[config.mk]
export PLATFORM = sky130hd
export DESIGN_NAME = spw_rx_top
export DESIGN_NICKNAME = d
export VERILOG_FILES = /design/src/common/spw_rx_pkg.sv /design/src/rx_fifo/rx_credit.sv /design/src/rx_fifo/rx_fifo.sv /design/src/source/rx_control.sv /design/src/source/spw_rx_top.sv
export SDC_FILE = /design/constraint.sdc
export NUM_CORES = 1
export LEC_CHECK = 0
export BUFFER_PORTS_ARGS = -buffer_cell sky130_fd_sc_hd__buf_2
export CORE_ASPECT_RATIO = 1.75
export CORE_MARGIN = 1
export CORE_UTILIZATION = 56
export DETAILED_ROUTE_END_ITERATION = 7
export PLACE_DENSITY = 0.86
export SLEW_MARGIN = 20
export SYNTH_ARGS = -nofsm -noshare
export SYNTH_HDL_FRONTEND = slang
export SYNTH_SLANG_ARGS = --single-unit
[constraint.sdc]
create_clock -name clock -period 3 [get_ports clock]
set_clock_uncertainty 0.1 [all_clocks]
set_input_delay 0.3 -clock clock [delete_from_list [all_inputs] [get_ports clock]]
set_output_delay 0.3 -clock clock [all_outputs]
set_load 0.005 [all_outputs]
[src/common/spw_rx_pkg.sv]
// SpaceWire receive buffer definitions
package spw_rx_pkg;

	// --------------------
	// Buffer sizing
	// --------------------

	localparam int FIFO_DEPTH  = 64;
	localparam int FIFO_AWIDTH = 6;

	// --------------------
	// Flow-control credit
	// --------------------

	// Characters granted by one FCT
	localparam int FCT_CHUNK    = 8;
	// Seven FCTs' worth after reset or flush
	localparam int CREDIT_INIT  = 56;
	localparam int CREDIT_WIDTH = 7;

	// --------------------
	// Character types
	// --------------------

	// Control code carried in the low two data bits of a control character
	typedef enum logic [1:0] {
		CODE_FCT = 2'b00,
		CODE_EOP = 2'b01,
		CODE_EEP = 2'b10,
		CODE_ESC = 2'b11
	} ctrl_code_t;

	// Normal character as held in the buffer
	typedef struct packed {
		logic       ctrl;
		logic [7:0] data;
	} nchar_t;

	// Decoded character from the link layer
	// esc_pair marks a null or a time code
	typedef struct packed {
		logic       esc_pair;
		logic       ctrl;
		logic [7:0] data;
	} link_char_t;

endpackage

[src/rx_fifo/rx_credit.sv]
// Receive flow-control credit
`timescale 1ns/1ps

module rx_credit (
	input  logic clock,
	input  logic reset,
	input  logic flush,
	input  logic wr_en,
	input  logic rd_done,
	output logic credit_ok,
	output logic fct_request,
	output logic credit_error
);
	import spw_rx_pkg::*;

	logic [CREDIT_WIDTH-1:0]                credit;
	logic [$clog2(FCT_CHUNK)-1:0]           chunk_cnt;
	logic [FIFO_AWIDTH-$clog2(FCT_CHUNK):0] pending;
	logic                                   wr_take;
	logic                                   chunk_done;
	logic                                   room;
	logic                                   grant;

	assign credit_ok = (credit != '0);
	assign wr_take = wr_en && credit_ok;

	// Eighth read of the current chunk
	assign chunk_done = rd_done && (chunk_cnt == ($clog2(FCT_CHUNK))'(FCT_CHUNK - 1));

	// Never grant beyond the reset credit
	assign room = (int'(credit) + FCT_CHUNK <= CREDIT_INIT);
	assign grant = (chunk_done || (pending != '0)) && room;

	always_ff @(posedge clock or negedge reset)
	begin
		if (!reset)
		begin
			credit <= CREDIT_WIDTH'(CREDIT_INIT);
			chunk_cnt <= '0;
			pending <= '0;
			fct_request <= 1'b0;
			credit_error <= 1'b0;
		end
		else
		begin
			// Sticky until reset, survives a flush
			if (wr_en && !credit_ok)
			begin
				credit_error <= 1'b1;
			end

			if (flush)
			begin
				credit <= CREDIT_WIDTH'(CREDIT_INIT);
				chunk_cnt <= '0;
				pending <= '0;
				fct_request <= 1'b0;
			end
			else
			begin
				fct_request <= grant;
				if (rd_done)
				begin
					chunk_cnt <= chunk_cnt + 1'b1;
				end

				// Chunks waiting for room
				if (chunk_done && !grant)
				begin
					pending <= pending + 1'b1;
				end
				else if (!chunk_done && grant)
				begin
					pending <= pending - 1'b1;
				end

				case ({grant, wr_take})
					2'b10:   credit <= credit + CREDIT_WIDTH'(FCT_CHUNK);
					2'b11:   credit <= credit + CREDIT_WIDTH'(FCT_CHUNK - 1);
					2'b01:   credit <= credit - 1'b1;
					default: credit <= credit;
				endcase
			end
		end
	end

endmodule

[src/rx_fifo/rx_fifo.sv]
// Receive character FIFO
`timescale 1ns/1ps

module rx_fifo (
	input  logic                             clock,
	input  logic                             reset,
	input  logic                             flush,
	input  logic                             wr_en,
	input  spw_rx_pkg::nchar_t               wr_char,
	input  logic                             credit_ok,
	input  logic                             rd_en,
	output spw_rx_pkg::nchar_t               rd_data,
	output logic                             rd_valid,
	output logic                             rd_done,
	output logic                             empty,
	output logic                             full,
	output logic [spw_rx_pkg::FIFO_AWIDTH:0] count
);
	import spw_rx_pkg::*;

	nchar_t                 mem [FIFO_DEPTH];
	logic [FIFO_AWIDTH-1:0] wr_ptr;
	logic [FIFO_AWIDTH-1:0] rd_ptr;
	logic                   wr_take;
	logic                   rd_take;

	// --------------------
	// Status and accept
	// --------------------

	assign empty = (count == '0);
	assign full = (count == (FIFO_AWIDTH + 1)'(FIFO_DEPTH));

	// Flush wins over both ports
	assign wr_take = wr_en && credit_ok && !full && !flush;
	assign rd_take = rd_en && !empty && !flush;

	// Completed read, in step with the returned character
	assign rd_done = rd_valid;

	// --------------------
	// Storage
	// --------------------

	always_ff @(posedge clock)
	begin
		if (wr_take)
		begin
			mem[wr_ptr] <= wr_char;
		end
	end

	// Head character registered on a read
	always_ff @(posedge clock)
	begin
		if (rd_take)
		begin
			rd_data <= mem[rd_ptr];
		end
	end

	// --------------------
	// Pointers and count
	// --------------------

	always_ff @(posedge clock or negedge reset)
	begin
		if (!reset)
		begin
			wr_ptr <= '0;
			rd_ptr <= '0;
			count <= '0;
			rd_valid <= 1'b0;
		end
		else if (flush)
		begin
			wr_ptr <= '0;
			rd_ptr <= '0;
			count <= '0;
			rd_valid <= 1'b0;
		end
		else
		begin
			rd_valid <= rd_take;
			if (wr_take)
			begin
				wr_ptr <= wr_ptr + 1'b1;
			end
			if (rd_take)
			begin
				rd_ptr <= rd_ptr + 1'b1;
			end
			// Simultaneous read and write leaves the count alone
			case ({wr_take, rd_take})
				2'b10:   count <= count + 1'b1;
				2'b01:   count <= count - 1'b1;
				default: count <= count;
			endcase
		end
	end

endmodule

[src/source/rx_control.sv]
// Receive character control
`timescale 1ns/1ps

module rx_control (
	input  logic                   clock,
	input  logic                   reset,
	input  spw_rx_pkg::link_char_t link_char,
	input  logic                   link_strobe,
	input  logic                   link_running,
	output logic                   wr_en,
	output spw_rx_pkg::nchar_t     wr_char,
	output logic                   flush,
	output logic                   fct_received
);
	import spw_rx_pkg::*;

	typedef enum logic [1:0] {
		S_STOPPED,
		S_RUNNING,
		S_FLUSHING
	} link_state_t;

	link_state_t state;
	link_state_t state_next;
	ctrl_code_t  code;
	logic        is_stored;
	logic        is_fct;

	// --------------------
	// Character decode
	// --------------------

	assign code = ctrl_code_t'(link_char.data[1:0]);

	always_comb
	begin
		is_stored = 1'b0;
		is_fct = 1'b0;
		// Nulls and time codes never reach the buffer
		if (!link_char.esc_pair)
		begin
			if (!link_char.ctrl)
			begin
				is_stored = 1'b1;
			end
			else
			begin
				case (code)
					CODE_FCT: is_fct = 1'b1;
					CODE_EOP: is_stored = 1'b1;
					CODE_EEP: is_stored = 1'b1;
					// Lone escape is dropped
					default: is_stored = 1'b0;
				endcase
			end
		end
	end

	// Writes only while the link is up and not being torn down
	assign wr_en = link_strobe && is_stored && (state == S_RUNNING) && link_running;
	assign wr_char = '{ctrl: link_char.ctrl, data: link_char.data};

	// One-cycle flush on the first cycle the link is seen down
	assign flush = (state == S_RUNNING) && !link_running;

	// --------------------
	// Link state FSM
	// --------------------

	always_comb
	begin
		state_next = state;
		case (state)
			S_STOPPED:  if (link_running) state_next = S_RUNNING;
			S_RUNNING:  if (!link_running) state_next = S_FLUSHING;
			// Settle one cycle before the link may restart
			S_FLUSHING: state_next = S_STOPPED;
			default:    state_next = S_STOPPED;
		endcase
	end

	always_ff @(posedge clock or negedge reset)
	begin
		if (!reset)
		begin
			state <= S_STOPPED;
			fct_received <= 1'b0;
		end
		else
		begin
			state <= state_next;
			fct_received <= link_strobe && is_fct;
		end
	end

endmodule

[src/source/spw_rx_top.sv]
// SpaceWire receive buffer top level
`timescale 1ns/1ps

module spw_rx_top (
	input  logic                            clock,
	input  logic                            reset,
	// Link side
	input  spw_rx_pkg::link_char_t          link_char,
	input  logic                            link_strobe,
	input  logic                            link_running,
	// Host side
	input  logic                            rd_en,
	output spw_rx_pkg::nchar_t              rd_data,
	output logic                            rd_valid,
	// Status
	output logic                            empty,
	output logic                            full,
	output logic [spw_rx_pkg::FIFO_AWIDTH:0] count,
	// Flow control
	output logic                            fct_request,
	output logic                            fct_received,
	output logic                            credit_error
);
	import spw_rx_pkg::*;

	logic   wr_en;
	nchar_t wr_char;
	logic   flush;
	logic   credit_ok;
	logic   rd_done;

	rx_control u_rx_control (
		.clock        (clock),
		.reset        (reset),
		.link_char    (link_char),
		.link_strobe  (link_strobe),
		.link_running (link_running),
		.wr_en        (wr_en),
		.wr_char      (wr_char),
		.flush        (flush),
		.fct_received (fct_received)
	);

	rx_fifo u_rx_fifo (
		.clock     (clock),
		.reset     (reset),
		.flush     (flush),
		.wr_en     (wr_en),
		.wr_char   (wr_char),
		.credit_ok (credit_ok),
		.rd_en     (rd_en),
		.rd_data   (rd_data),
		.rd_valid  (rd_valid),
		.rd_done   (rd_done),
		.empty     (empty),
		.full      (full),
		.count     (count)
	);

	rx_credit u_rx_credit (
		.clock        (clock),
		.reset        (reset),
		.flush        (flush),
		.wr_en        (wr_en),
		.rd_done      (rd_done),
		.credit_ok    (credit_ok),
		.fct_request  (fct_request),
		.credit_error (credit_error)
	);

endmodule

## Word-level counts from Yosys, hierarchy flattened

Memories as Yosys holds them, arrays and structs flattened. A register that Yosys moved wholly into a read port is not among the register bits.
Index checks and enable logic that the tools add are counted.

- Memories kept: 1
- RAM bits: 576
- Logic and storage cells: 98
- Flip-flop bits (word level): 39
- Output and inout bits: 22

- Reduce and logical (&&, ||, !) cells: 36
- Order comparisons: 1
- Equality and inequality tests: 12
- Mux-type cells: 26
- $add $sub $neg: 11

Memory list:

| memory | depth | bits a word | read ports | clocked after Yosys merged registers in | wr ports | line | RTL |
|---|---|---|---|---|---|---|---|
| u_rx_fifo.mem | 64 | 9 | 1 | 1 | 1 | rx_fifo.sv:21 | `nchar_t mem [FIFO_DEPTH];` |

Operators with widths:

| operator | count |
|---|---|
| <= comparator 32 x 7 -> 1 bit (second input constant) | 1 |
| two-way mux 6 bit | 4 |
| case mux 7 bit (3 select lines) | 1 |
| logical AND 1 bit | 15 |
| two-way mux 7 bit | 2 |
| case mux 7 bit (2 select lines) | 1 |
| subtractor 7 x 1 -> 7 bit (second input constant) | 2 |
| adder 6 x 1 -> 6 bit (second input constant) | 2 |
| two-way mux 4 bit | 3 |
| two-way mux 1 bit | 10 |
| adder 7 x 4 -> 8 bit (second input constant) | 1 |
| == test 2 x 1 -> 1 bit (second input constant) | 4 |
| == test 2 bit (second input constant) | 4 |
| nonzero test 4 bit | 2 |
| adder 7 x 1 -> 7 bit (second input constant) | 1 |
| adder 7 x 3 -> 7 bit (second input constant) | 1 |
| adder 7 x 4 -> 7 bit (second input constant) | 1 |
| == test 7 bit (second input constant) | 1 |
| zero test 1 bit | 7 |
| zero test 7 bit | 1 |
| nonzero test 7 bit | 1 |
| two-way mux 3 bit | 2 |
| nonzero test 2 bit | 3 |
| nonzero test 3 bit | 2 |
| other kinds (11) | 14 |

## Logic depth before layout (Yosys ltp)

- Depth after elaboration: 14
- Gate-level depth with buffers: 14
- Mapped depth without buffers: 13

## Modules after synthesis

A second synthesis with hierarchy kept.

- Cell total of the unflattened synthesis: 1316
- Area, all modules: 25204.2 µm²

Modules (own cells, without submodules):

| module | area an instance (µm²) | cells an instance | times used |
|---|---|---|---|
| rx_fifo | 23805.3 | 1172 | 1 |
| rx_credit | 1176.1 | 122 | 1 |
| rx_control | 222.7 | 22 | 1 |

## Least setup slack after synthesis

OpenSTA, ideal clock, no wires.

- Path kind: register to register
- Start point: reg u_rx_fifo.count[0] in the netlist's numbering
- End point: reg u_rx_fifo.count[6] in the netlist's numbering
- Data required time: 2.772 ns
- Arrival: 3.051 ns
- Path slack: -0.279 ns
- Path buffers: 1
- Cell stages (with the launch flop): 13
- Clock period less this slack: 3.279 ns
- Cells stage by stage: dfrtp_1 nor4_1 and3_1 nor3_2 buf_2 nor3_1 ha_1 a211oi_1 o21bai_1 a21o_1 and3_1 o21ai_0 nand3_1

- Word-level cells in the longest chain between the ends: 7

Ends and longest elaborated chain:

| element | line | RTL |
|---|---|---|
| from (decl) | rx_fifo.sv:17 | `output logic [spw_rx_pkg::FIFO_AWIDTH:0] count` |
| from (signal assigned) | rx_fifo.sv:95 | `2'b10: count <= count + 1'b1;` |
| from (signal assigned) | rx_fifo.sv:96 | `2'b01: count <= count - 1'b1;` |
| from (signal assigned) | rx_fifo.sv:97 | `default: count <= count;` |
| == test 7 bit (*) | rx_fifo.sv:32 | `assign full = (count == (FIFO_AWIDTH + 1)'(FIFO_DEPTH));` |
| named net full | spw_rx_top.sv:17 | `output logic full,` |
| zero test 1 bit (*) | rx_fifo.sv:35 | `assign wr_take = wr_en && credit_ok && !full && !flush;` |
| logical AND 1 bit (*) (2 in a row) | rx_fifo.sv:35 |  |
| == test 2 x 1 -> 1 bit or == test 2 bit (tied branches) | rx_fifo.sv:94 | `case ({wr_take, rd_take})` |
| case mux 7 bit (2 select lines) | rx_fifo.sv:94 |  |
| two-way mux 7 bit | rx_fifo.sv:75 | `else if (flush)` |

The timed path passes the listed nets; every way through them passes the cells marked *.
A chain may end at the register's enable or synchronous reset.

==> summary.md <==
| Metric | Value |
|---|---|
| EDFF count, synth | 585 |
| Fin area | 28700 µm² |
| Max Fclk | 334 MHz |
| Synth area leader | edfxtp_1 |
| Critical path arrival | 3.22 ns |
| Post-DP Area | 26800 µm² |
| Avg WL per Cell | 28.9 µm |
| Nets | 1540 |
| IO Port Bufs | 36 |
| Initial antenna violation count | 0 |
| Primary FF master, synth | edfxtp_1 |
| Library cells used by synthesis | 60 |
| Crit path buf inv count | 2 |
| Final worst-path cycle share | 99.7% |
| GRT Util Overall | 27.3% |
| Synth-to-layout area growth | 14.2% |
| Pwr dens | 798 nW/µm² |
| Worst setup path class | reg2reg |
| Vias | 13800 |
| Slew HR | 33.9% |
| Synthesized area | 25100 µm² |
| Global-route wire length before repair | 89500 µm |
| Iteration count of the initial detailed-routing pass | 6 |
| Clk slew on worst S/H paths | 0.07 ns |
| Synth warn | 0 |
| Remaining global-route overflow | 0 |
| Ant diodes | 0 |
| Outcome | finished clean |
| Starting Density | 56.7% |
| Critical Path RT | 3.23 ns |
| DRT antenna net count | 0 |
| # IOs | 37 |
| Reg power frac | 44.3% |
| Min-delay worst type | in2reg |
| Final WS setup | 0.0104 ns |
| DRC Markers | 0 |
| Num rows | 102 |
| Max_cap viols | 0 |
| Clk buf depth | 3 |
| Final hold vios | 0 |
| CTS buffer count | 50 |
| Pleak | 0.00970 µW |
| Clock Power Share | 28.2% |
| WL final | 61100 µm |
| Final-report setup violation count | 0 |
| Worst IR Drop VDD | 593 µV |
| Number of vias per cell | 6.52 |
| Post-synth ARST share | 6.25% |
| RSZ-0062 raised after global routing | true |
| Critical Path Max Stage Delay | 0.62 ns |
| Seq/Total Area, Yosys | 73.9% |
| Worst-path cell chain | buf_12, mux4_2, mux2i_1, nor2_1, a2111oi_0, buf_4, nor3_1 |
| Top cell family by delay on the critical path | multiplexers |
| Die area | 45700 µm² |
| Die Width | 162 µm |
| Pins Over Slew Limit | 0 |
| Worst-skew pair later-pin latency | 0.58 ns |
| Drt initial violations | 1847 |
| Power, Total | 22900 µW |
| NetSw | 6640 µW |
| Setup TNS | 0 ns |
| Place WS | -0.181 ns |
| Number of global-route vias before repair | 14200 |
| Share of layout cells above drive strength 1 | 27.3% |
| Comb pwr share | 27.5% |
| Mapped Nets | 1350 |
| Worst Setup End Kind | flip-flop |
| GP Congestion | 0.938 |
| Synth top area cells | edfxtp_1, mux4_2, dfrtp_1 |
| Floorplan die height | 282 µm |
| Slowest stage cell, crit path | dfrtp_4 |
| Share of the synthesized area in the top cell type | 70.0% |
| Largest net degree at the start of global routing | 66 |
| CTS tree | done |
| Crit path max fanout | 11 |
| Min Tclk post-route | 2.99 ns |
| Core region area | 44300 µm² |
| Htree depth | 2 |
| Internal power | 16200 µW |
| Startpoint types | flip-flop |
| Clock root buffer | clkbuf_16 |
| Clock sinks | 624 |
| Switching Fraction | 29.1% |
| Slew @ Worst Pin | 0.992 ns |
| Detail Placement HPWL | 37800 µm |
| Yosys reg bits | 624 |
| Avg Inst Size Synth | 19.1 µm² |
| Syn Inst Count | 1314 |
## path summary, 6_finish.rpt
| check | start | end | slack [ns] | cells after the start |
|---|---|---|---|---|
| max in group asynchronous | reset | u_rx_fifo.rd_ptr[0] | 1.73 | 2 |
| min in group asynchronous | reset | u_rx_credit.fct_request | 0.34 | 2 |
| worst min-delay path | link_char[3] | u_rx_fifo.mem[8][3] | 0.04 | 1 |
| worst max-delay path | u_rx_fifo.rd_ptr[0] | u_rx_fifo.rd_data[8] | 0.01 | 7 |
| worst max register to register | u_rx_fifo.rd_ptr[0] | u_rx_fifo.rd_data[8] | 0.01 | 7 |
| worst min register to register | u_rx_control.state[1] | u_rx_control.state[0] | 0.34 | 1 |
## cell usage in the layout (no fill, tap or decap), drive strengths merged, types with 19 or more instances in the layout
| cell type | netlist | layout |
|---|---|---|
| ha | 19 | 19 |
| mux2i | 78 | 78 |
| mux4 | 111 | 111 |
| nor2 | 107 | 107 |
| clkinv | 0 | 19 |
| buf | 36 | 197 |
| clkbuf | 28 | 66 |
| mux2 | 20 | 20 |
| a21oi | 19 | 19 |
| o22ai | 28 | 28 |
| nand3 | 21 | 21 |
| edfxtp | 585 | 585 |
| dfrtp | 36 | 36 |
| nand2 | 31 | 31 |
## routing by layer
layer | part of all wire (%) | wire length (µm) | global-route usage [%] | vias up
li1 | - | - | - | 5714
met1 | 32 | 19600 | 30.8 | 6942
met2 | 52 | 32000 | 47.7 | 904
met3 | 7.6 | 4670 | 4.00 | 239
met4 | 7.9 | 4810 | 19.2 | 0
met5 | 0 | 0 | 0 | -
## synthesized netlist by cell type, drive strengths merged (8+ instances only)
| cell | n |
|---|---|
| a211o | 11 |
| a211oi | 12 |
| a21o | 10 |
| a21oi | 19 |
| a22oi | 17 |
| buf | 36 |
| clkbuf | 28 |
| dfrtp | 36 |
| edfxtp | 585 |
| ha | 19 |
| inv | 13 |
| mux2 | 20 |
| mux2i | 78 |
| mux4 | 111 |
| nand2 | 31 |
| nand3 | 21 |
| nand3b | 8 |
| nor2 | 107 |
| nor3 | 12 |
| o21ai | 11 |
| o221ai | 10 |
| o22ai | 28 |
| xnor2 | 11 |
| xor2 | 10 |
## state kept, by name (all words and copies together) (netlist names)
| name | flops |
|---|---|
| u_rx_credit.chunk_cnt | 3 |
| u_rx_control.fct_received | 1 |
| u_rx_credit.fct_request | 1 |
| u_rx_fifo.wr_ptr | 6 |
| u_rx_control.state | 2 |
| u_rx_fifo.rd_data | 9 |
| u_rx_fifo.count | 7 |
| u_rx_fifo.rd_ptr | 6 |
| u_rx_fifo.rd_done | 1 |
| u_rx_fifo.mem | 576 |
| u_rx_credit.pending | 4 |
| u_rx_credit.credit | 7 |
| u_rx_credit.credit_error | 1 |
## stage by stage
step | instances | hold slack (ns) | utilization, %
floorplan | 1314 | -0.0956 | -
global placement | 2014 | 0.313 | 60.5
detailed placement | 2014 | 0.326 | 60.5
CTS | 2112 | 0.0320 | 64.3
global route | 2115 | 0.0458 | 64.7
finish | 2115 | 0.0411 | 64.7
## power by group through the flow
stage | logic (µW) | clock network, µW | registers, µW
finish | 6280 | 6450 | 10100
global route | 6590 | 6800 | 10200
CTS | 6020 | 6510 | 10100
detailed placement | 5850 | 0 | 10300
global placement | 5650 | 0 | 10300
floorplan | 4180 | 0 | 10100
## layout make-up
class,instances,area [µm²]
clock buffer,66,1380
clock inverter,25,205
fill,2678,15600
inverter,13,48.8
multi-input combinational,613,6260
sequential,624,18600
tap,572,716
timing repair buffer,202,1500
## what timing repair did
action                     in CTS  in global routing
setup buffers                   2                  3
hold endpoints to repair       40                  0
setup endpoints to repair       3                  8
resized for setup               6                 31
pin swaps                       2                  9
hold buffers                    5                  0
## logic make-up (layout without fill, tap and decap cells)
group | after synthesis | in the layout | synth area share (%)
flops | 624 | 624 | 73.9
simple gates | 215 | 215 | 3.96
mux | 209 | 209 | 14.2
compound gates | 147 | 147 | 4.18
buf+inv | 77 | 306 | 1.93
fa+ha+maj | 21 | 21 | 1.11
xor+xnor | 21 | 21 | 0.733
No activity file was read; power rests on OpenSTA's default activity.
